File: config.mk
export PLATFORM = sky130hd
export DESIGN_NAME = stream_in
export DESIGN_NICKNAME = d
export VERILOG_FILES = /design/src/design/npu_pkg.sv /design/src/design/stream_in.sv
export SDC_FILE = /design/constraint.sdc
export NUM_CORES = 1
export LEC_CHECK = 0
export ABC_CLOCK_PERIOD_IN_PS = 2900
export BUFFER_PORTS_ARGS = -buffer_cell sky130_fd_sc_hd__buf_2
export CORE_AREA = 2 2 59 66
export CTS_BUF_LIST = sky130_fd_sc_hd__clkbuf_2
export CTS_CLUSTER_SIZE = 12
export DETAILED_ROUTE_END_ITERATION = 8
export DIE_AREA = 0 0 61 68
export HOLD_SLACK_MARGIN = 0.15
export MAX_ROUTING_LAYER = met4
export PLACE_DENSITY = 0.86
export SYNTH_ARGS = -nofsm -noshare
export SYNTH_HDL_FRONTEND = slang
export SYNTH_SLANG_ARGS = --single-unit
File: constraint.sdc
create_clock -name clk -period 2.9 [get_ports clk]
set_clock_uncertainty 0.05 [all_clocks]
set_input_delay 0 -clock clk [delete_from_list [all_inputs] [get_ports clk]]
set_output_delay 0 -clock clk [all_outputs]
set_load 0.1 [all_outputs]
File: src/design/npu_pkg.sv
`default_nettype none

package npu_pkg;

    localparam int LANE_WIDTH = 8;
    localparam int LANES      = 8;
    localparam int WORD_WIDTH = LANE_WIDTH * LANES;
    localparam int ADDR_WIDTH = 8;                   // 256 words per bank
    localparam int REG_WIDTH  = 32;
    localparam int SCALE_FRAC = 8;                   // Fraction bits of a scale

    typedef enum logic {BUF_DB0, BUF_DB1} buf_id_e;

    typedef enum logic [1:0] {
        CMD_NONE, CMD_STREAM_IN, CMD_STREAM_OUT, CMD_QADD
    } cmd_e;

    // Register word addresses
    typedef enum logic [3:0] {
        REG_CTRL       = 4'd0,
        REG_STATUS     = 4'd1,
        REG_DMA_WR     = 4'd2,
        REG_DMA_RD     = 4'd3,
        REG_QADD_ADDR  = 4'd4,
        REG_QADD_BUF   = 4'd5,
        REG_QADD_ZP    = 4'd6,
        REG_QADD_SCALE = 4'd7
    } reg_addr_e;

    typedef struct packed {
        buf_id_e               id;
        logic [ADDR_WIDTH-1:0] base;
    } dma_wr_cfg_t;

    typedef struct packed {
        buf_id_e               id;
        logic [ADDR_WIDTH-1:0] base;
        logic [ADDR_WIDTH-1:0] count;                // Words minus one
    } dma_rd_cfg_t;

    typedef struct packed {
        logic [ADDR_WIDTH-1:0]  a_addr;
        logic [ADDR_WIDTH-1:0]  b_addr;
        logic [ADDR_WIDTH-1:0]  out_addr;
        logic [ADDR_WIDTH-1:0]  count;
        buf_id_e                rd_id;
        buf_id_e                wr_id;
        logic [LANE_WIDTH-1:0]  zp_a;
        logic [LANE_WIDTH-1:0]  zp_b;
        logic [LANE_WIDTH-1:0]  zp_c;
        logic [REG_WIDTH/2-1:0] scale_a;
        logic [REG_WIDTH/2-1:0] scale_b;
    } qadd_cfg_t;

    typedef struct packed {
        logic                  en;
        buf_id_e               id;
        logic [ADDR_WIDTH-1:0] addr;
        logic [WORD_WIDTH-1:0] data;
    } buf_wr_t;

    typedef struct packed {
        logic                  en;
        buf_id_e               id;
        logic [ADDR_WIDTH-1:0] addr;
    } buf_rd_t;

endpackage

`default_nettype wire
File: src/design/stream_in.sv
`timescale 1ns/1ps
`default_nettype none

module stream_in (
    input  wire logic                           clk,
    input  wire logic                           rst,
    input  wire logic                           start,
    input  wire npu_pkg::dma_wr_cfg_t           wr_cfg,
    input  wire logic [npu_pkg::WORD_WIDTH-1:0] s_axis_tdata,
    input  wire logic                           s_axis_tlast,
    input  wire logic                           s_axis_tvalid,
    output logic                                s_axis_tready,
    output npu_pkg::buf_wr_t                    wr,
    output logic                                done
);

    logic [npu_pkg::ADDR_WIDTH-1:0] idx;            // Beat index
    logic                           accept;

    assign accept = s_axis_tvalid && s_axis_tready;

    // Accepted beat goes straight to the bank
    assign wr.en   = accept;
    assign wr.id   = wr_cfg.id;
    assign wr.addr = wr_cfg.base + idx;
    assign wr.data = s_axis_tdata;

    always_ff @(posedge clk) begin
        if (rst) begin
            s_axis_tready <= 1'b0;
            idx           <= '0;
            done          <= 1'b0;
        end else begin
            done <= accept && s_axis_tlast;
            if (start) begin
                s_axis_tready <= 1'b1;
                idx           <= '0;
            end else if (accept) begin
                idx <= idx + 1'b1;
                if (s_axis_tlast)
                    s_axis_tready <= 1'b0;   // Stop after the last beat
            end
        end
    end

endmodule

`default_nettype wire

# After elaboration in Yosys (flattened, before gate mapping)
# Cells that the tools add are included.
[op_classes] order_cmp=0 n_eq_ne=0 n_mul=0 n_reduce_logical=6 mux=3 n_addsub=2 shift=0 n_div=0 bitwise_logic=0
[ops] op="adder 8 x 1 -> 8 bit, second input constant" n=1
[ops] op="adder 8 bit" n=1
[ops] op="nonzero test 2 bit" n=2
[ops] op="2-to-1 mux 1 bit" n=3
[ops] op="logical AND 1 bit" n=2
[ops] op="AND reduction 2 bit" n=1
[ops] op="OR reduction 2 bit" n=1
[word_totals] word_cells=14 memories=0 output_inout_bits=76 reg_bits=10 latch_bits=0 input_bits=78 mem_bits_rw=0 romBits=0

# Depth between registers and ports, before layout
[depth] depth_word=3 ltp_mapped=7 depth_no_buf=7

# Worst setup path after synthesis
# Ideal clock, no wire load.
[synth_path] kind="register to output" from="register idx[0] in the netlist's numbering" to="output wr[68] in the netlist's numbering" path_buffers=0 setup_slack_ps=162 stages_incl_launch_ff=7 t_arrival_ps=2688 required_time_ps=2850 cell_sequence="dfxtp_1 -> ha_1 -> inv_1 -> fa_1 -> nor2b_4 -> o21ai_0 -> a21oi_1"
[synth_lines] item="start, declared" line_no="stream_in.sv:17" text="logic [npu_pkg::ADDR_WIDTH-1:0] idx;"
[synth_lines] item="start signal, assigned" line_no="stream_in.sv:39" text="idx <= idx + 1'b1;"
[synth_lines] item="end, declared" line_no="stream_in.sv:13" text="output npu_pkg::buf_wr_t wr,"

==> impl_metrics.yaml <==
worst_setup_path:
  endpoint_kind: "output port"
  slowest_delay_ns: 0.42
  crit_required_ns: 2.85
  crit_buf_inv: 2
  critPathArrivalTime_ns: 2.36
  crit_family: "simple AND/OR/NAND/NOR gates"
  cp-start-kind: "flop"
  path_max_fanout: 4
  cp_slowest_cell: "buf_2"
  path_cells: "ha_1 > inv_1 > fa_1 > nor2b_4 > o31a_1 > or4_1 > nand3_1 > buf_2"
  critical_path_class: "reg2out"
cells_and_area:
  final_cell_mix: "dlygate4sd3_1, buf_2, dfxtp_1"
  area_growth_pct: 33.85
  final_nets: 272
  fin_area_sq_um: 1613
  n_antenna_cell: 0
  drive_gt1_frac: 0.1522
  final_common_cell: "dlygate4sd3_1"
floorplan:
  io_pins: 154
  core_sq_um: 3540
  fp.dieW_um: 61
  initial_utilization: 0.3404
  die_y_um: 68
  die-area_sq_um: 4148
  row_count: 23
min_path:
  hold_path_class: "reg2reg"
synth:
  synth_area_leaders: "buf_4, dfxtp_1, ha_1"
  synth_seq_area_share: 0.1661
  yosys.area.top_type: "buf_4"
  synth_edf_count: 0
  synth_cells: 153
  synth_nets: 240
  yosys_register_bits: 10
  postSynth.asyncResetShare: 0
  ys_types: 29
  ys.flop_type: "dfxtp_1"
  yosysWarnings: 0
  avgSynthCellArea_sq_um: 7.875
  syn_area_sq_um: 1205
  synth.top_cell.area_share: 0.4112
routing:
  vias: 1074
  wirelength_mm: 2.819
  drt_iter0_drc: 13
  drtPass1Iterations: 4
  drc: 0
  viasPerCell: 4.590
  detail-route-antenna-nets: 0
  wl_per_cell_um: 12.05
placement:
  hpwl_mm: 1.598
  port_buffers: 23
  placed_cell_area_sq_um: 883.3
  gp_congestion: 0.8128
timing:
  maxSlewViolCount: 0
  fmax_mhz: 414.7
  relSlewSlack: 0.3308
  post-route-min-period_ns: 2.412
  period_share: 0.8316
  setup-violations-final: 0
  setup_tns_ns: 0
  worstMarginPinSlew_ns: 1.000
  hold_violations: 0
  rsz0062_at_grt: "false"
clocking:
  insertion_delay_ns: 0.25
  cts-buffers-inserted: 3
  clk_pin_slew_worst_paths_ns: 0.10
  cts_tree: "built"
  cts_sinks: 10
  cts-root-buf: "clkbuf_2"
  post_cts_buffers: 0
  cts_buffer_depth: 2
  cts_resized: 0
  cts.htree.levels: 1
power:
  vdd_drop_max_v: 0.0002530
  p_leak_nw: 0.7062
  p_per_area_nw_per_um2: 472.2
job:
  cap_violations: 0
status:
  status: "completed"
grt:
  grt_max_degree: 9
  overflow: 0
  grt_pass1_vias: 917
  grt_pass1_wl_mm: 3.822
  grtUsageTotal: 0.1288
  antenna_found_initial: 0
-- report_power, final --
part | switching, mW | leakage [nW] | internal (mW)
registers | 0.00195 | 0.0809 | 0.139
clock network | 0.0485 | 0.0140 | 0.0300
logic | 0.456 | 0.611 | 0.0859
-- Yosys cell counts (2+ instances only) --
cell / n
nor2_1: 9
buf_4: 66
xnor2_1: 3
a21oi_1: 9
inv_1: 6
dfxtp_1: 10
o21ai_0: 5
a211oi_1: 2
nand3_1: 2
or3_1: 2
nand2_1: 9
ha_1: 8
xor2_1: 6
-- cell families after synthesis --
family | count (synthesis) | synth area share
flops | 10 | 0.1661
fa+ha+maj | 9 | 0.09969
compound gates | 22 | 0.1101
buf+inv | 73 | 0.4330
simple gates | 30 | 0.1257
xor+xnor | 9 | 0.06542
-- flip-flops by register name, summed over array words and instances, names as in the netlist --
name / cells
done: 1
idx: 8
s_axis_tready: 1
-- per-layer routing --
layer | vias to the layer above | part of all wire | track usage
met1 | 477 | 0.31 | 0.1110
met4 | 0 | 0.0074 | 0.06250
met5 | - | 0 | -
li1 | 506 | - | -
met2 | 89 | 0.58 | 0.2554
met3 | 2 | 0.10 | 0.02647
-- worst paths after layout --
check / endpoint / slack (ns) / cells after the start / startpoint
worst max register to register: done / 1.45 / 3 / s_axis_tready
worst min register to register: idx[4] / 0.47 / 2 / idx[4]
worst max-delay path: wr[70] / 0.49 / 8 / idx[0]
worst min-delay path: idx[4] / 0.47 / 2 / idx[4]
-- cell type report --
type | instances | area [sq um]
fillers | 330 | 1927
inverters | 6 | 22.52
clock buffers | 3 | 15.01
repair buffers | 94 | 825.8
well taps | 50 | 62.56
flip-flops and latches | 10 | 200.2
multi-input cells | 70 | 483.0
clock inverters | 1 | 3.754
-- timing repair --
| action | 4_1_cts | 5_1_grt |
|---|---|---|
| hold buffers | 71 | 0 |
| hold endpoints to repair | 75 | 0 |
| endpoints found under the setup margin | 0 | 0 |
-- through the flow --
stage	setup slack, ns	total power, mW	cells	hold WS, ns	utilization
after global routing	0.3608	0.7854	234	0.5008	0.4556
final	0.4884	0.7615	234	0.4680	0.4556
after global placement	0.7992	0.2542	159	-0.04932	0.2496
after detailed placement	0.7664	0.2542	159	-0.04932	0.2496
after floorplan	0.1625	0.6569	153	0.02238	-
after CTS	0.4633	0.7651	234	0.4761	0.4556
-- worst reg2reg max path, cell delays in order, from the launching register on --
cell and delay, ns:
dfxtp_1 0.42, nand2_1 0.14, nor3b_1 0.22, dlygate4sd3_1 0.57
(Power assumes the default switching activity.)
