## src/design/npu_pkg.sv

```systemverilog
`default_nettype none

package npu_pkg;

    localparam int LANE_WIDTH = 8;
    localparam int LANES      = 8;
    localparam int WORD_WIDTH = LANE_WIDTH * LANES;
    localparam int ADDR_WIDTH = 8;                   // 256 words per bank
    localparam int REG_WIDTH  = 32;
    localparam int SCALE_FRAC = 8;                   // Fraction bits of a scale

    typedef enum logic {BUF_DB0, BUF_DB1} buf_id_e;

    typedef enum logic [1:0] {
        CMD_NONE, CMD_STREAM_IN, CMD_STREAM_OUT, CMD_QADD
    } cmd_e;

    // Register word addresses
    typedef enum logic [3:0] {
        REG_CTRL       = 4'd0,
        REG_STATUS     = 4'd1,
        REG_DMA_WR     = 4'd2,
        REG_DMA_RD     = 4'd3,
        REG_QADD_ADDR  = 4'd4,
        REG_QADD_BUF   = 4'd5,
        REG_QADD_ZP    = 4'd6,
        REG_QADD_SCALE = 4'd7
    } reg_addr_e;

    typedef struct packed {
        buf_id_e               id;
        logic [ADDR_WIDTH-1:0] base;
    } dma_wr_cfg_t;

    typedef struct packed {
        buf_id_e               id;
        logic [ADDR_WIDTH-1:0] base;
        logic [ADDR_WIDTH-1:0] count;                // Words minus one
    } dma_rd_cfg_t;

    typedef struct packed {
        logic [ADDR_WIDTH-1:0]  a_addr;
        logic [ADDR_WIDTH-1:0]  b_addr;
        logic [ADDR_WIDTH-1:0]  out_addr;
        logic [ADDR_WIDTH-1:0]  count;
        buf_id_e                rd_id;
        buf_id_e                wr_id;
        logic [LANE_WIDTH-1:0]  zp_a;
        logic [LANE_WIDTH-1:0]  zp_b;
        logic [LANE_WIDTH-1:0]  zp_c;
        logic [REG_WIDTH/2-1:0] scale_a;
        logic [REG_WIDTH/2-1:0] scale_b;
    } qadd_cfg_t;

    typedef struct packed {
        logic                  en;
        buf_id_e               id;
        logic [ADDR_WIDTH-1:0] addr;
        logic [WORD_WIDTH-1:0] data;
    } buf_wr_t;

    typedef struct packed {
        logic                  en;
        buf_id_e               id;
        logic [ADDR_WIDTH-1:0] addr;
    } buf_rd_t;

endpackage

`default_nettype wire
```

## src/design/stream_out.sv

```systemverilog
`timescale 1ns/1ps
`default_nettype none

module stream_out (
    input  wire logic                           clk,
    input  wire logic                           rst,
    input  wire logic                           start,
    input  wire npu_pkg::dma_rd_cfg_t           rd_cfg,
    input  wire logic [npu_pkg::WORD_WIDTH-1:0] rd_data,
    output npu_pkg::buf_rd_t                    rd,
    output logic      [npu_pkg::WORD_WIDTH-1:0] m_axis_tdata,
    output logic                                m_axis_tlast,
    output logic                                m_axis_tvalid,
    input  wire logic                           m_axis_tready,
    output logic                                done
);

    logic                           issuing;
    logic                           pend;            // Read data returns this cycle
    logic [npu_pkg::ADDR_WIDTH-1:0] iss_cnt;
    logic [npu_pkg::ADDR_WIDTH-1:0] acc_cnt;
    logic [npu_pkg::WORD_WIDTH-1:0] q_mem [2];
    logic                           q_wp;
    logic                           q_rp;
    logic [1:0]                     q_cnt;
    logic                           space;
    logic                           accept;
    logic                           push;
    logic                           pop;

    // Count the read in flight as taken, so the queue can never overflow
    assign space = (q_cnt == 2'd0) || (q_cnt == 2'd1 && !pend);

    assign rd.en   = issuing && space;
    assign rd.id   = rd_cfg.id;
    assign rd.addr = rd_cfg.base + iss_cnt;

    // Empty queue passes returning data straight through
    assign m_axis_tvalid = (q_cnt != 2'd0) || pend;
    assign m_axis_tdata  = (q_cnt != 2'd0) ? q_mem[q_rp] : rd_data;
    assign m_axis_tlast  = m_axis_tvalid && (acc_cnt == rd_cfg.count);

    assign accept = m_axis_tvalid && m_axis_tready;
    assign push   = pend && !(q_cnt == 2'd0 && accept);
    assign pop    = accept && (q_cnt != 2'd0);

    always_ff @(posedge clk) begin
        if (rst) begin
            issuing <= 1'b0;
            pend    <= 1'b0;
            iss_cnt <= '0;
            acc_cnt <= '0;
            q_wp    <= 1'b0;
            q_rp    <= 1'b0;
            q_cnt   <= '0;
            done    <= 1'b0;
        end else begin
            pend <= rd.en;
            done <= accept && m_axis_tlast;
            if (start) begin
                issuing <= 1'b1;
                iss_cnt <= '0;
                acc_cnt <= '0;
            end else begin
                if (rd.en) begin
                    iss_cnt <= iss_cnt + 1'b1;
                    if (iss_cnt == rd_cfg.count)
                        issuing <= 1'b0;
                end
                if (accept)
                    acc_cnt <= acc_cnt + 1'b1;
            end
            if (push)
                q_wp <= ~q_wp;
            if (pop)
                q_rp <= ~q_rp;
            q_cnt <= q_cnt + {1'b0, push} - {1'b0, pop};
        end
    end

    always_ff @(posedge clk) begin
        if (push)
            q_mem[q_wp] <= rd_data;
    end

endmodule

`default_nettype wire

```

## config.mk

```make
export PLATFORM = sky130hd
export DESIGN_NAME = stream_out
export DESIGN_NICKNAME = d
export VERILOG_FILES = /design/src/design/npu_pkg.sv /design/src/design/stream_out.sv
export SDC_FILE = /design/constraint.sdc
export NUM_CORES = 1
export LEC_CHECK = 0
export BUFFER_PORTS_ARGS = -buffer_cell sky130_fd_sc_hd__buf_2
export CORE_MARGIN = 2
export CORE_UTILIZATION = 54
export CTS_BUF_LIST = sky130_fd_sc_hd__clkbuf_16
export DETAILED_ROUTE_END_ITERATION = 7
export HOLD_SLACK_MARGIN = 0.03
export PLACE_DENSITY = 0.92
export SYNTH_ARGS = -nofsm -noshare
export SYNTH_HDL_FRONTEND = slang
export SYNTH_SLANG_ARGS = --single-unit
```

## constraint.sdc

```tcl
create_clock -name clk -period 5.2 [get_ports clk]
set_input_delay 1.3 -clock clk [delete_from_list [all_inputs] [get_ports clk]]
set_output_delay 1.3 -clock clk [all_outputs]
set_load 0.02 [all_outputs]
```

# --- Word level (Yosys, flattened, before mapping) ---
# Memories as Yosys holds them, arrays and structs flattened. A register that Yosys moved wholly into a read port is not among the register bits.
# Cells that the tools add are included.
totals:
  register_bits: 23
  ramBits: 128
  inputBits: 85
  output_inout_bits: 77
  elab_cells: 45
  memories: 1
mem_list:
  columns: ["memory", "depth", "width", "rd", "rd_ports_with_merged_regs", "wr", "line_no", "text"]
  rows:
  - ["q_mem", 2, 64, 1, 1, 1, "stream_out.sv:22", "logic [npu_pkg::WORD_WIDTH-1:0] q_mem [2];"]
classes:
  addsub: 5
  n_eq_ne: 3
  muxes: 8
  bitwise: 2
  reduce_logical: 18
ops:
  columns: ["cell", "n"]
  rows:
  - ["64-bit 2-to-1 mux", 1]
  - ["8-bit by 1-bit adder with 8-bit output (second input constant)", 2]
  - ["8-bit == test", 2]
  - ["8-bit adder", 1]
  - ["1-bit logical AND", 8]
  - ["1-bit 2-to-1 mux", 7]
  - ["2-bit nonzero test", 3]
  - ["2-bit by 1-bit adder with 2-bit output", 1]
  - ["2-bit by 1-bit == test with 1-bit output (second input constant)", 1]
  - ["1-bit zero test", 2]
  - ["2-bit zero test", 1]
  - ["1-bit logical OR", 2]
  - ["1-bit NOT", 2]
  - ["2-bit AND reduction", 1]
  - ["2-bit OR reduction", 1]
  - ["2-bit by 1-bit subtractor with 2-bit output", 1]

# --- Logic depth before layout (Yosys ltp) ---
depth:
  word_depth: 8
  mapped_depth: 10
  ltp_nobuf: 9

# --- Worst setup path before layout ---
# OpenSTA, ideal clock, no wires.
synth_timing:
  path_kind: "input-to-reg"
  from: "input m_axis_tready"
  to: "memory q_mem[0][0] (netlist name), enable pin"
  setup_time_ns: 0.486
  arrival_ns: 4.207
  setup_slack_ns: 0.507
  path_stages: 3
  path_buffers: 0
  path_cell_list: "a21boi_2 > inv_1 > nor2_1"
synth_between:
  elab_chain_cells: 6
synth_rtl:
  columns: ["element", "line_no", "text"]
  rows:
  - ["start, declared", "stream_out.sv:14", "input wire logic m_axis_tready,"]
  - ["1-bit logical AND", "stream_out.sv:43", "assign accept = m_axis_tvalid && m_axis_tready;"]
  - ["1-bit logical AND", "stream_out.sv:44", "assign push = pend && !(q_cnt == 2'd0 && accept);"]
  - ["1-bit zero test", "stream_out.sv:44", null]
  - ["1-bit logical AND", "stream_out.sv:44", null]
  - ["1-bit 2-to-1 mux", "stream_out.sv:82", "if (push)"]
  - ["1-bit 2-to-1 mux (not written as such)", "stream_out.sv:83", "q_mem[q_wp] <= rd_data;"]
  - ["end, declared", "stream_out.sv:22", null]
# No other way between the ends.

==> Implementation_results.wiki <==
{| class="wikitable"
! Metric !! Value
|-
| Number of iterations in the first detailed-routing pass || 5
|-
| CTS tree || built
|-
| Hold WC Path Type || reg2reg
|-
| WP data arrival || 2.90 ns
|-
| Upper clock frequency limit || 0.238 GHz
|-
| CP required || 3.90 ns
|-
| Result of the run || completed
|-
| Effective utilization at floorplan || 55.4%
|-
| Power density cells || about 480 nW/µm²
|-
| DP Area || about 7600 µm²
|-
| Worst hold slack across all endpoints || 0.514 ns
|-
| Worst-case clock skew || 0.0180 ns
|-
| Post-synth ARST share || 0%
|-
| Clock Sinks || 152
|-
| Synth unique cells || 39
|-
| Estimated wirelength of the detail-placed design || roughly 8900 µm
|-
| Number of buffers created by CTS || 17
|-
| Number of buffers inserted by post-CTS setup repair || 0
|-
| Wire length per cell after detailed routing || about 15 µm
|-
| Initial antenna violation count || 0
|-
| Sum of routed wire length over all layers || 13200 µm
|-
| Sequential fraction of the synthesis area || 64.7%
|-
| Crit path launch type || primary input
|-
| Area added between synthesis and finish || 22.2%
|-
| Boundary pin count || 162
|-
| Nets || 771
|-
| Number of storage elements in the synthesis netlist || 152
|-
| Endpoint of the worst hold path || issuing
|-
| Clock latency at the later pin of the worst-skew pair || between 0.4 and 0.5 ns
|-
| Worst voltage drop across the vdd grid || 0.000260 V
|-
| Via count of the first global-routing pass || between 4000 and 5000
|-
| Core Util, Final || 67.7%
|-
| Number of vias per cell || 5.29
|-
| Overall fraction of global-route tracks in use || 19.8%
|-
| WS Path Type || in2out
|-
| Final worst path period need || 4.20 ns
|-
| Slew at the pin with the worst max-slew slack || approximately 1.1 ns
|-
| Worst r2r dst || q_mem[1][36]
|-
| Clk slew on worst S/H paths || approximately 0.05 ns
|-
| Combined area of all synthesized cells || between 6000 and 7000 µm²
|-
| Pins over their slew limit || 0
|-
| Count of endpoints failing setup in the final report || 0
|-
| Max_slew headroom || between 20% and 30%
|-
| Final design instance area without fill || 8170 µm²
|-
| Most used DFF post-synth || edfxtp_1
|-
| Final Hold Violating Endpoints || 0
|-
| Area occupied by multi-input gates || 2220 µm²
|-
| Avg Cell Area, Syn || 12.9 µm²
|-
| Synth warnings || 0
|-
| Core box area || 12100 µm²
|-
| Register-to-register setup slack || between 2 and 2.5 ns
|-
| Setup Total Neg Slack || 0 ns
|-
| Gpl congestion || 0.844
|-
| Number of nets produced by synthesis || 614
|-
| Period utilization || 80.7%
|-
| FF-to-FF path depth || 5
|-
| Synthesized instance count || 517
|-
| Hold buffers post-CTS || 0
|-
| Detailed-route DRC error count || 0
|-
| Vertical extent of the die || 115 µm
|-
| Buffers added on ports || 159
|-
| Hold-critical path depth || 2
|-
| Number of DRC markers after the initial detailed-route iteration || 466
|-
| Die Area || 13300 µm²
|-
| Number of antenna diodes || 0
|-
| Pin count of the biggest net entering global routing || 65
|-
| Share of final-layout standard cells stronger than drive strength 1 || between 20 and 30%
|-
| Die width || 115 µm
|-
| Startpoint of the most critical setup path || rd_cfg[8]
|-
| Unrepaired setup endpoints after global routing || no
|-
| Quantity of gates resized following cts || 0
|-
| Total of max-cap violations || 0
|-
| Reported leakage power || approximately 3.1 nW
|-
| Number of nets still failing antenna checks after routing || 0
|-
| Reg area || 4330 µm²
|-
| Number of levels the H-tree was split into || 4
|-
| GR Overflow Total || 0
|-
| Filler cell count || 826
|-
| Clk buf depth || 2
|-
| Clock tree root driver cell || clkbuf_16
|-
| Number of enable-type register cells in the synthesized netlist || approximately 130
|-
| Crit. End Element || output port
|-
| Max Fanout on Critical Path || 3
|-
| Origin of the worst min-delay path || issuing
|-
| Number of vias after detailed routing || 4512
|-
| Wire length of the first global-routing pass || between 20000 and 25000 µm
|-
| Worst R2R Start || q_cnt[1]
|-
| Row Count || 40
|}
==> final cells by class <==
type	count	area share (%)
tap	168	2.57
multi-input combinational	332	27.2
inverter	7	0.322
timing repair buffer	164	10.4
clock inverter	13	1.42
sequential	152	53.0
clock buffer	17	5.21
==> Yosys cell counts, drive strengths merged, types with 4 or more instances <==
cell type	count	share of area [%]
xnor2	23	3.0
nor4	4	0.37
inv	7	0.39
clkbuf	7	0.39
nand3	5	0.37
nand4	7	0.65
edfxtp	128	57
a21oi	10	0.75
nand2	73	4.1
ha	11	2.1
xor2	14	1.8
buf	19	1.6
or3	4	0.39
nor2	22	1.2
mux2i	64	9.6
dfxtp	24	7.2
o21ai	68	5.1
==> per-layer routing <==
layer / global-route usage, % / share of wire, % / up-vias
met5: 0 / 0 / -
met2: 33.0 / 50 / 158
met3: 6.17 / 6.3 / 20
li1: - / - / 2196
met4: 9.48 / 1.7 / 0
met1: 23.6 / 42 / 2138
==> registers in the layout, indices dropped and copies added (netlist names), named ones only <==
register / flops
acc_cnt: 8
done: 1
iss_cnt: 8
issuing: 1
pend: 1
q_cnt: 2
q_mem: 128
q_rp: 1
q_wp: 1
==> worst max-delay path by stage <==
stage | endpoint | cells past startpoint
6_report | rd[6] | 8
5_1_grt | rd[7] | 7
4_1_cts | rd[6] | 8
3_5_place_dp | rd[6] | 8
3_3_place_gp | rd[6] | 8
2_1_floorplan | q_mem[0][0] | 3
==> metrics by stage <==
stage                     std cells  worst slack [ns]  power, mW
after floorplan                 517             0.507       2.41
after global placement          823              1.09       2.78
after detailed placement        823              1.00       2.81
after CTS                       853             0.997       3.94
after global routing            853             0.930       4.10
final                           853              1.00       3.91
==> cell usage in the layout (no fill, tap or decap), types with 4 or more instances in the layout <==
master and count:
a21oi_1 10, buf_2 159, buf_4 4, clkbuf_16 17, dfxtp_1 23, edfxtp_1 128, ha_1 11, inv_1 8
mux2i_1 64, nand2_1 73, nand3_1 5, nand4_1 7, nor2_1 20, nor4_1 4, o21ai_0 65, xnor2_1 23
xor2_1 14
==> worst max-delay path: stages <==
cell	delay, ns
buf_2	0.10
ha_1	0.22
fa_1	0.41
a21o_1	0.18
a21oi_1	0.27
or4b_1	0.16
nand4_1	0.08
buf_2	0.17
==> logic make-up after synthesis <==
| family | after synthesis | share of synthesized area (%) |
|---|---|---|
| AOI/OAI and AO/OA | 86 | 6.85 |
| buffers and inverters | 33 | 2.39 |
| muxes | 64 | 9.58 |
| xor gates and xnor gates | 37 | 4.85 |
| and+or+nand+nor | 133 | 9.32 |
| DFF | 152 | 64.7 |
| adders and majority gates | 12 | 2.36 |
==> power breakdown <==
group / switching [mW] / internal (mW) / total [mW]
sequential: 0.0995 / 1.39 / 1.49
clock: 0.436 / 0.687 / 1.12
combinational: 0.845 / 0.451 / 1.30
Note: power is estimated with default switching activity, not from simulation.
