File: src/design/npu_pkg.sv
`default_nettype none

package npu_pkg;

    localparam int LANE_WIDTH = 8;
    localparam int LANES      = 8;
    localparam int WORD_WIDTH = LANE_WIDTH * LANES;
    localparam int ADDR_WIDTH = 8;                   // 256 words per bank
    localparam int REG_WIDTH  = 32;
    localparam int SCALE_FRAC = 8;                   // Fraction bits of a scale

    typedef enum logic {BUF_DB0, BUF_DB1} buf_id_e;

    typedef enum logic [1:0] {
        CMD_NONE, CMD_STREAM_IN, CMD_STREAM_OUT, CMD_QADD
    } cmd_e;

    // Register word addresses
    typedef enum logic [3:0] {
        REG_CTRL       = 4'd0,
        REG_STATUS     = 4'd1,
        REG_DMA_WR     = 4'd2,
        REG_DMA_RD     = 4'd3,
        REG_QADD_ADDR  = 4'd4,
        REG_QADD_BUF   = 4'd5,
        REG_QADD_ZP    = 4'd6,
        REG_QADD_SCALE = 4'd7
    } reg_addr_e;

    typedef struct packed {
        buf_id_e               id;
        logic [ADDR_WIDTH-1:0] base;
    } dma_wr_cfg_t;

    typedef struct packed {
        buf_id_e               id;
        logic [ADDR_WIDTH-1:0] base;
        logic [ADDR_WIDTH-1:0] count;                // Words minus one
    } dma_rd_cfg_t;

    typedef struct packed {
        logic [ADDR_WIDTH-1:0]  a_addr;
        logic [ADDR_WIDTH-1:0]  b_addr;
        logic [ADDR_WIDTH-1:0]  out_addr;
        logic [ADDR_WIDTH-1:0]  count;
        buf_id_e                rd_id;
        buf_id_e                wr_id;
        logic [LANE_WIDTH-1:0]  zp_a;
        logic [LANE_WIDTH-1:0]  zp_b;
        logic [LANE_WIDTH-1:0]  zp_c;
        logic [REG_WIDTH/2-1:0] scale_a;
        logic [REG_WIDTH/2-1:0] scale_b;
    } qadd_cfg_t;

    typedef struct packed {
        logic                  en;
        buf_id_e               id;
        logic [ADDR_WIDTH-1:0] addr;
        logic [WORD_WIDTH-1:0] data;
    } buf_wr_t;

    typedef struct packed {
        logic                  en;
        buf_id_e               id;
        logic [ADDR_WIDTH-1:0] addr;
    } buf_rd_t;

endpackage

`default_nettype wire
File: src/design/npu_regs.sv
`timescale 1ns/1ps
`default_nettype none

module npu_regs (
    input  wire logic                           clk,
    input  wire logic                           rst,
    input  wire logic                           reg_we,
    input  wire npu_pkg::reg_addr_e             reg_addr,
    input  wire logic [npu_pkg::REG_WIDTH-1:0]  reg_wdata,
    output logic      [npu_pkg::REG_WIDTH-1:0]  reg_rdata,
    output logic                                in_start,
    output logic                                out_start,
    output logic                                qadd_start,
    input  wire logic                           in_done,
    input  wire logic                           out_done,
    input  wire logic                           qadd_done,
    output npu_pkg::dma_wr_cfg_t                wr_cfg,
    output npu_pkg::dma_rd_cfg_t                rd_cfg,
    output npu_pkg::qadd_cfg_t                  q_cfg,
    output logic                                irq
);

    npu_pkg::cmd_e cmd;
    npu_pkg::cmd_e cmd_q;
    logic          ctrl_we;
    logic [2:0]    clr_mask;                         // Write-1-to-clear of done bits
    logic [2:0]    done_q;                           // qadd, out, in
    logic [2:0]    busy_q;

    assign cmd      = npu_pkg::cmd_e'(reg_wdata[1:0]);
    assign ctrl_we  = reg_we && (reg_addr == npu_pkg::REG_CTRL);
    assign clr_mask = (reg_we && reg_addr == npu_pkg::REG_STATUS) ? reg_wdata[2:0] : 3'b000;
    assign irq      = |done_q;

    always_ff @(posedge clk) begin
        if (rst) begin
            in_start   <= 1'b0;
            out_start  <= 1'b0;
            qadd_start <= 1'b0;
            cmd_q      <= npu_pkg::CMD_NONE;
            done_q     <= '0;
            busy_q     <= '0;
            wr_cfg     <= '0;
            rd_cfg     <= '0;
            q_cfg      <= '0;
        end else begin
            in_start   <= ctrl_we && (cmd == npu_pkg::CMD_STREAM_IN);
            out_start  <= ctrl_we && (cmd == npu_pkg::CMD_STREAM_OUT);
            qadd_start <= ctrl_we && (cmd == npu_pkg::CMD_QADD);
            // A new done event wins over a clear in the same cycle
            done_q <= (done_q & ~clr_mask) | {qadd_done, out_done, in_done};
            busy_q <= (busy_q | {qadd_start, out_start, in_start})
                      & ~{qadd_done, out_done, in_done};
            if (reg_we) begin
                case (reg_addr)
                    npu_pkg::REG_CTRL: cmd_q <= cmd;
                    npu_pkg::REG_DMA_WR: begin
                        wr_cfg.id   <= npu_pkg::buf_id_e'(reg_wdata[16]);
                        wr_cfg.base <= reg_wdata[7:0];
                    end
                    npu_pkg::REG_DMA_RD: begin
                        rd_cfg.id    <= npu_pkg::buf_id_e'(reg_wdata[16]);
                        rd_cfg.count <= reg_wdata[15:8];
                        rd_cfg.base  <= reg_wdata[7:0];
                    end
                    npu_pkg::REG_QADD_ADDR: begin
                        q_cfg.a_addr   <= reg_wdata[7:0];
                        q_cfg.b_addr   <= reg_wdata[15:8];
                        q_cfg.out_addr <= reg_wdata[23:16];
                        q_cfg.count    <= reg_wdata[31:24];
                    end
                    npu_pkg::REG_QADD_BUF: begin
                        q_cfg.rd_id <= npu_pkg::buf_id_e'(reg_wdata[0]);
                        q_cfg.wr_id <= npu_pkg::buf_id_e'(reg_wdata[1]);
                    end
                    npu_pkg::REG_QADD_ZP: begin
                        q_cfg.zp_a <= reg_wdata[7:0];
                        q_cfg.zp_b <= reg_wdata[15:8];
                        q_cfg.zp_c <= reg_wdata[23:16];
                    end
                    npu_pkg::REG_QADD_SCALE: begin
                        q_cfg.scale_a <= reg_wdata[15:0];
                        q_cfg.scale_b <= reg_wdata[31:16];
                    end
                    default: ;                        // STATUS handled above
                endcase
            end
        end
    end

    // Read mux follows reg_addr without a register stage
    always_comb begin
        reg_rdata = '0;
        case (reg_addr)
            npu_pkg::REG_CTRL: reg_rdata[1:0] = cmd_q;
            npu_pkg::REG_STATUS: begin
                reg_rdata[6:4] = busy_q;
                reg_rdata[2:0] = done_q;
            end
            npu_pkg::REG_DMA_WR: begin
                reg_rdata[16]  = wr_cfg.id;
                reg_rdata[7:0] = wr_cfg.base;
            end
            npu_pkg::REG_DMA_RD: begin
                reg_rdata[16]   = rd_cfg.id;
                reg_rdata[15:8] = rd_cfg.count;
                reg_rdata[7:0]  = rd_cfg.base;
            end
            npu_pkg::REG_QADD_ADDR:
                reg_rdata = {q_cfg.count, q_cfg.out_addr, q_cfg.b_addr, q_cfg.a_addr};
            npu_pkg::REG_QADD_BUF: begin
                reg_rdata[1] = q_cfg.wr_id;
                reg_rdata[0] = q_cfg.rd_id;
            end
            npu_pkg::REG_QADD_ZP: reg_rdata[23:0] = {q_cfg.zp_c, q_cfg.zp_b, q_cfg.zp_a};
            npu_pkg::REG_QADD_SCALE: reg_rdata = {q_cfg.scale_b, q_cfg.scale_a};
            default: ;
        endcase
    end

endmodule

`default_nettype wire

File: config.mk
export PLATFORM = sky130hd
export DESIGN_NAME = npu_regs
export DESIGN_NICKNAME = d
export VERILOG_FILES = /design/src/design/npu_pkg.sv /design/src/design/npu_regs.sv
export SDC_FILE = /design/constraint.sdc
export NUM_CORES = 1
export LEC_CHECK = 0
export ABC_AREA = 0
export BUFFER_PORTS_ARGS = -buffer_cell sky130_fd_sc_hd__clkbuf_2
export CORE_AREA = 3 3 92 129
export DETAILED_ROUTE_END_ITERATION = 10
export DIE_AREA = 0 0 95 132
export PLACE_DENSITY = 0.79
export SLEW_MARGIN = 20
export SYNTH_ARGS = -nofsm -noshare
export SYNTH_HDL_FRONTEND = slang
export SYNTH_SLANG_ARGS = --single-unit
File: constraint.sdc
create_clock -name clk -period 1.4 [get_ports clk]
set_input_delay 0.07 -clock clk [delete_from_list [all_inputs] [get_ports clk]]
set_output_delay 0.07 -clock clk [all_outputs]
set_load 0.005 [all_outputs]
After elaboration in Yosys (flattened, before gate mapping):

Cells that the tools add are included.

* register bits: 127
* logic and storage cells: 62
* output and inout port bits: 152
* bits of input ports: 42

* bitwise logic cells: 6
* mux-type cells: 10
* eq/ne operators: 10
* reduce and logical (&&, ||, !) cells: 14

Operator list (count)
* $pmux 8 s4: 1
* $pmux 7 s3: 1
* $pmux 3 s6: 1
* $eq 4x3->1 const B: 4
* $pmux 2 s8: 1
* $pmux 8 s2: 1
* $pmux 1 s5: 3
* $reduce_and 2->1: 7
* $eq 4x2->1 const B: 2
* $and 3x3->3: 2
* $not 3->3: 2
* $or 3x3->3: 2
* $pmux 1 s6: 1
* $logic_and 1x1->1: 5
* $eq 2x2->1 const B: 2
* $eq 4x1->1 const B: 1
* $logic_not 4->1: 1
* $mux 3: 1
* $reduce_or 3->1: 1
* $eq 2x1->1 const B: 1

Depth between registers and ports, before layout:

* word-level depth: 6
* depth in mapped cells: 6
* gate-level depth less buffers: 4

Least setup slack after synthesis:

Ideal clock, no wire load.

* path kind: in2out
* start: input reg_addr[0]
* end: output reg_rdata[6] in the netlist's numbering
* data arrival time: 1.102 ns
* path buffers: 2
* cell stages on the path: 5
* required time: 1.330 ns
* path slack: 0.228 ns
* cells stage by stage: buf_2 buf_2 mux2_2 a32oi_1 o311ai_0

* cells in the longest elaborated chain, start to end: 2
* elaborated cells on any way between the ends: 7
* classes of those cells: eq/ne (6); mux (1)

Ends and longest elaborated chain
* start, declared: RTL line npu_regs.sv:8 `input wire npu_pkg::reg_addr_e reg_addr,`
* $eq 4x3->1, or another cell as far along: RTL line npu_regs.sv:94 `case (reg_addr)`
* $pmux 3 s6 (*): RTL line npu_regs.sv:94
* end, declared: RTL line npu_regs.sv:10 `output logic [npu_pkg::REG_WIDTH-1:0] reg_rdata,`

Mark *: on every way between the ends. The rest lies on a longest branch, timed or not.

Worst setup path after layout:

* start: register done_q[2]
* end: output reg_rdata[2] in the netlist's numbering

* cells in the longest elaborated chain, start to end: 1

Ends and longest elaborated chain
* start, declared: RTL line npu_regs.sv:27 `logic [2:0] done_q;`
* start signal, assigned: RTL line npu_regs.sv:51 `done_q <= (done_q & ~clr_mask) | {qadd_done, out_done, in_done};`
* $pmux 1 s6: RTL line npu_regs.sv:94

Every way passes these cells.

==> flow_summary.json <==
{
  "status": "complete, but fails checks",
  "violations": "negative setup slack",
  "ys_warn_count": 0,
  "crit_required_ps": 1330,
  "ctsHtreeMaxLevel": 4,
  "hp-class": "in2reg",
  "wl_per_cell_um": 17.9,
  "die_x_um": 95,
  "skew_ps": 4.32,
  "cts.sinks": 127,
  "crit_path_max_incr_delay_ps": 320,
  "max-slew-margin-rel": 0.734,
  "min_from": "reg_wdata[0]",
  "arrival_ps": 1610,
  "start_util": 0.493,
  "synthFlopType": "dfxtp_1",
  "viasPerCell": 5.68,
  "m1WireLength_um": 7240,
  "dr.pass1.iters": 6,
  "netlist.top_cell.by_area": "dfxtp_1",
  "grt_max_degree": 41,
  "fillers": 823,
  "grt_pass1_vias": 6216,
  "io_pins": 194,
  "ys_async_sr_fraction": 0,
  "clk_pin_slew_ps": 60,
  "startpoint_type": "flop",
  "finalSetupViolCount": 9,
  "die_h_um": 132,
  "synth_nets": 740,
  "criticalPathCategory": "reg2out",
  "hold-path-cell-count": 2,
  "combPwrFrac": 0.081,
  "synth_edf_count": 0,
  "antenna_cells": 0,
  "wl_met3_um": 1730,
  "grt_pass1_wl_um": 31600,
  "seqCellArea_mm2": 0.00258,
  "pwr-share-clk": 0.509,
  "vdd.ir_drop.worst_mv": 0.824,
  "timing.rr.start": "rd_cfg[14]$_SDFFE_PP0P_",
  "period_share": 1.20,
  "avgSynthCellArea_um2": 7.68,
  "dp.cells": 1034,
  "fin_ws_ps": -277,
  "leakage_nw": 3.38,
  "cts_made_buffers": 17,
  "reg2reg_to": "rd_cfg[14]$_SDFFE_PP0P_",
  "wl_met2_um": 9880,
  "p_int_w": 0.00696,
  "synth.distinct_cells": 40,
  "vias": 6323,
  "port_buffers": 193,
  "critical-path-slowest-cell": "dfxtp_2",
  "antenna_found_initial": 0,
  "stdcell_count": 1113,
  "rsz0062_at_grt": "yes",
  "cp_cell_sequence": "mux2_2 > a32o_1 > a221o_1 > clkbuf_2",
  "endpoint_kind": "output port",
  "fmax_ghz": 0.596,
  "cts.path.max_buffers": 2,
  "row_count": 45,
  "synth_common_cells": "nand2_1, a21oi_1, dfxtp_1, clkbuf_1, nor2_1",
  "drive_above_1_share": 0.363,
  "syn_inst": 698,
  "top_layer_used": "met4",
  "worstRegToRegCells": 3,
  "fin_tns_setup_ps": -1190,
  "seq_area_frac_synth": 0.475,
  "drc_errors": 0,
  "hold_viol": 0,
  "grt_usage": 0.321,
  "multi_input_area_mm2": 0.00270,
  "drtIter0Drc": 572,
  "ys_ff_latch": 127,
  "power_frac_seq": 0.410,
  "ant_nets": 0,
  "synth_top_area_share": 0.475,
  "cts_tree": "done",
  "synth.area.top_cells": "dfxtp_1, nand2_1, a21oi_1",
  "synth.cell_area_mm2": 0.00536,
  "drt_wl_total_um": 20000,
  "yosysMostFrequentCell": "nand2_1",
  "dieArea_mm2": 0.0125,
  "syn_to_final_growth_pct": 50.4,
  "pwr_density_cell_mw_per_mm2": 1120,
  "dp_hpwl_um": 13300,
  "swShare": 0.231,
  "power_w": 0.00905,
  "core-area_mm2": 0.0109,
  "cts-root-buf": "clkbuf_16",
  "overflow": 0,
  "timing.reg2reg.setup_slack_ps": 560,
  "slew_viol_final": 0,
  "power.switching_w": 0.00209,
  "hold_end": "out_start$_SDFF_PP0_",
  "critPathMaxFanout": 2,
  "tightest_slew_ps": 397,
  "cap_viol_max_count": 0,
  "insertion_delay_ps": 410,
  "finalNetCount": 1002,
  "period_needed_ps": 1680,
  "place_congestion": 0.966
}
-- how the worst max path moves through the flow --
stage | slack [ps] | startpoint | cells past startpoint | to
floorplan | 230 | reg_addr[0] | 5 | reg_rdata[6]
global placement | -40 | reg_addr[0] | 7 | reg_rdata[0]
detailed placement | -80 | reg_addr[0] | 7 | reg_rdata[0]
CTS | -290 | done_q[2]$_SDFF_PP0_ | 4 | reg_rdata[2]
global route | -330 | done_q[2]$_SDFF_PP0_ | 4 | reg_rdata[2]
finish | -280 | done_q[2]$_SDFF_PP0_ | 4 | reg_rdata[2]
-- cell families (layout without fill, tap and decap cells) --
logic type	count (synthesis)	in the layout	synth area share
buf+inv	55	329	0.0444
simple gates	313	313	0.245
mux	17	17	0.0327
compound gates	186	186	0.204
flops	127	127	0.475
-- power groups by stage --
stage               Combinational (W)  Clock, W  Sequential, W
floorplan                    0.000272         0        0.00378
global placement             0.000601         0        0.00379
detailed placement           0.000606         0        0.00379
CTS                          0.000702   0.00462        0.00371
global route                 0.000790   0.00480        0.00371
finish                       0.000736   0.00460        0.00371
-- layout make-up --
type | instances | area share
well taps | 141 | 0.0219
repair buffers | 297 | 0.246
multi-input cells | 516 | 0.335
clock buffers | 17 | 0.0528
flip-flops and latches | 127 | 0.320
clock inverters | 14 | 0.0241
inverters | 1 | 0.000466
-- stage by stage --
stage / hold WS [ps] / utilization / area (um^2) / setup WS [ps]
5_1_grt: 35.1 / 0.741 / 8060 / -333
6_report: 27.6 / 0.741 / 8060 / -277
4_1_cts: 13.3 / 0.733 / 7960 / -289
3_5_place_dp: 265 / 0.630 / 6840 / -79.3
3_3_place_gp: 263 / 0.630 / 6840 / -42.1
2_1_floorplan: 149 / - / 5360 / 228
-- sequential cells by signal (all words and copies together), names as in the netlist --
| signal | count |
|---|---|
| rd_cfg | 17 |
| busy_q | 3 |
| wr_cfg | 9 |
| cmd_q | 2 |
| qadd_start | 1 |
| in_start | 1 |
| q_cfg | 90 |
| out_start | 1 |
| done_q | 3 |
-- routing by layer --
| metal | up-vias | GRT usage |
|---|---|---|
| met5 | - | 0 |
| met4 | 0 | 0.184 |
| met3 | 92 | 0.0674 |
| met2 | 372 | 0.523 |
| met1 | 2963 | 0.386 |
| li1 | 2896 | - |
-- critical path, delay by kind of cell, from the launching register on --
| family | cells | cell delay (ps) |
|---|---|---|
| AO/OA/AOI/OAI | 2 | 500 |
| flip-flops | 1 | 320 |
| multiplexers | 1 | 260 |
| buffers and inverters | 1 | 120 |
-- cell usage in the layout, fill, tap and decap left out, drive strengths merged, types with 2 or more instances in the layout --
cell	n
a22oi	21
mux2	4
mux2i	13
nor2	30
and3	4
dfxtp	127
clkinvlp	2
nor3	8
a211oi	2
a32oi	2
nor4b	2
a221o	2
clkinv	8
nand2b	2
a21oi	128
nor2b	8
bufinv	4
nand2	229
buf	73
o21ai	9
a22o	13
a211o	2
dlygate4sd3	33
nor3b	2
nand3	19
and2	4
o311ai	2
clkbuf	208
-- repair_timing --
action	4_1_cts	5_1_grt
resized for setup	38	27
endpoints found under the setup margin	16	20
hold endpoints to repair	109	0
pin swaps	14	3
hold buffers	33	0
setup buffers	12	3
No activity file was read; power rests on OpenSTA's default activity.
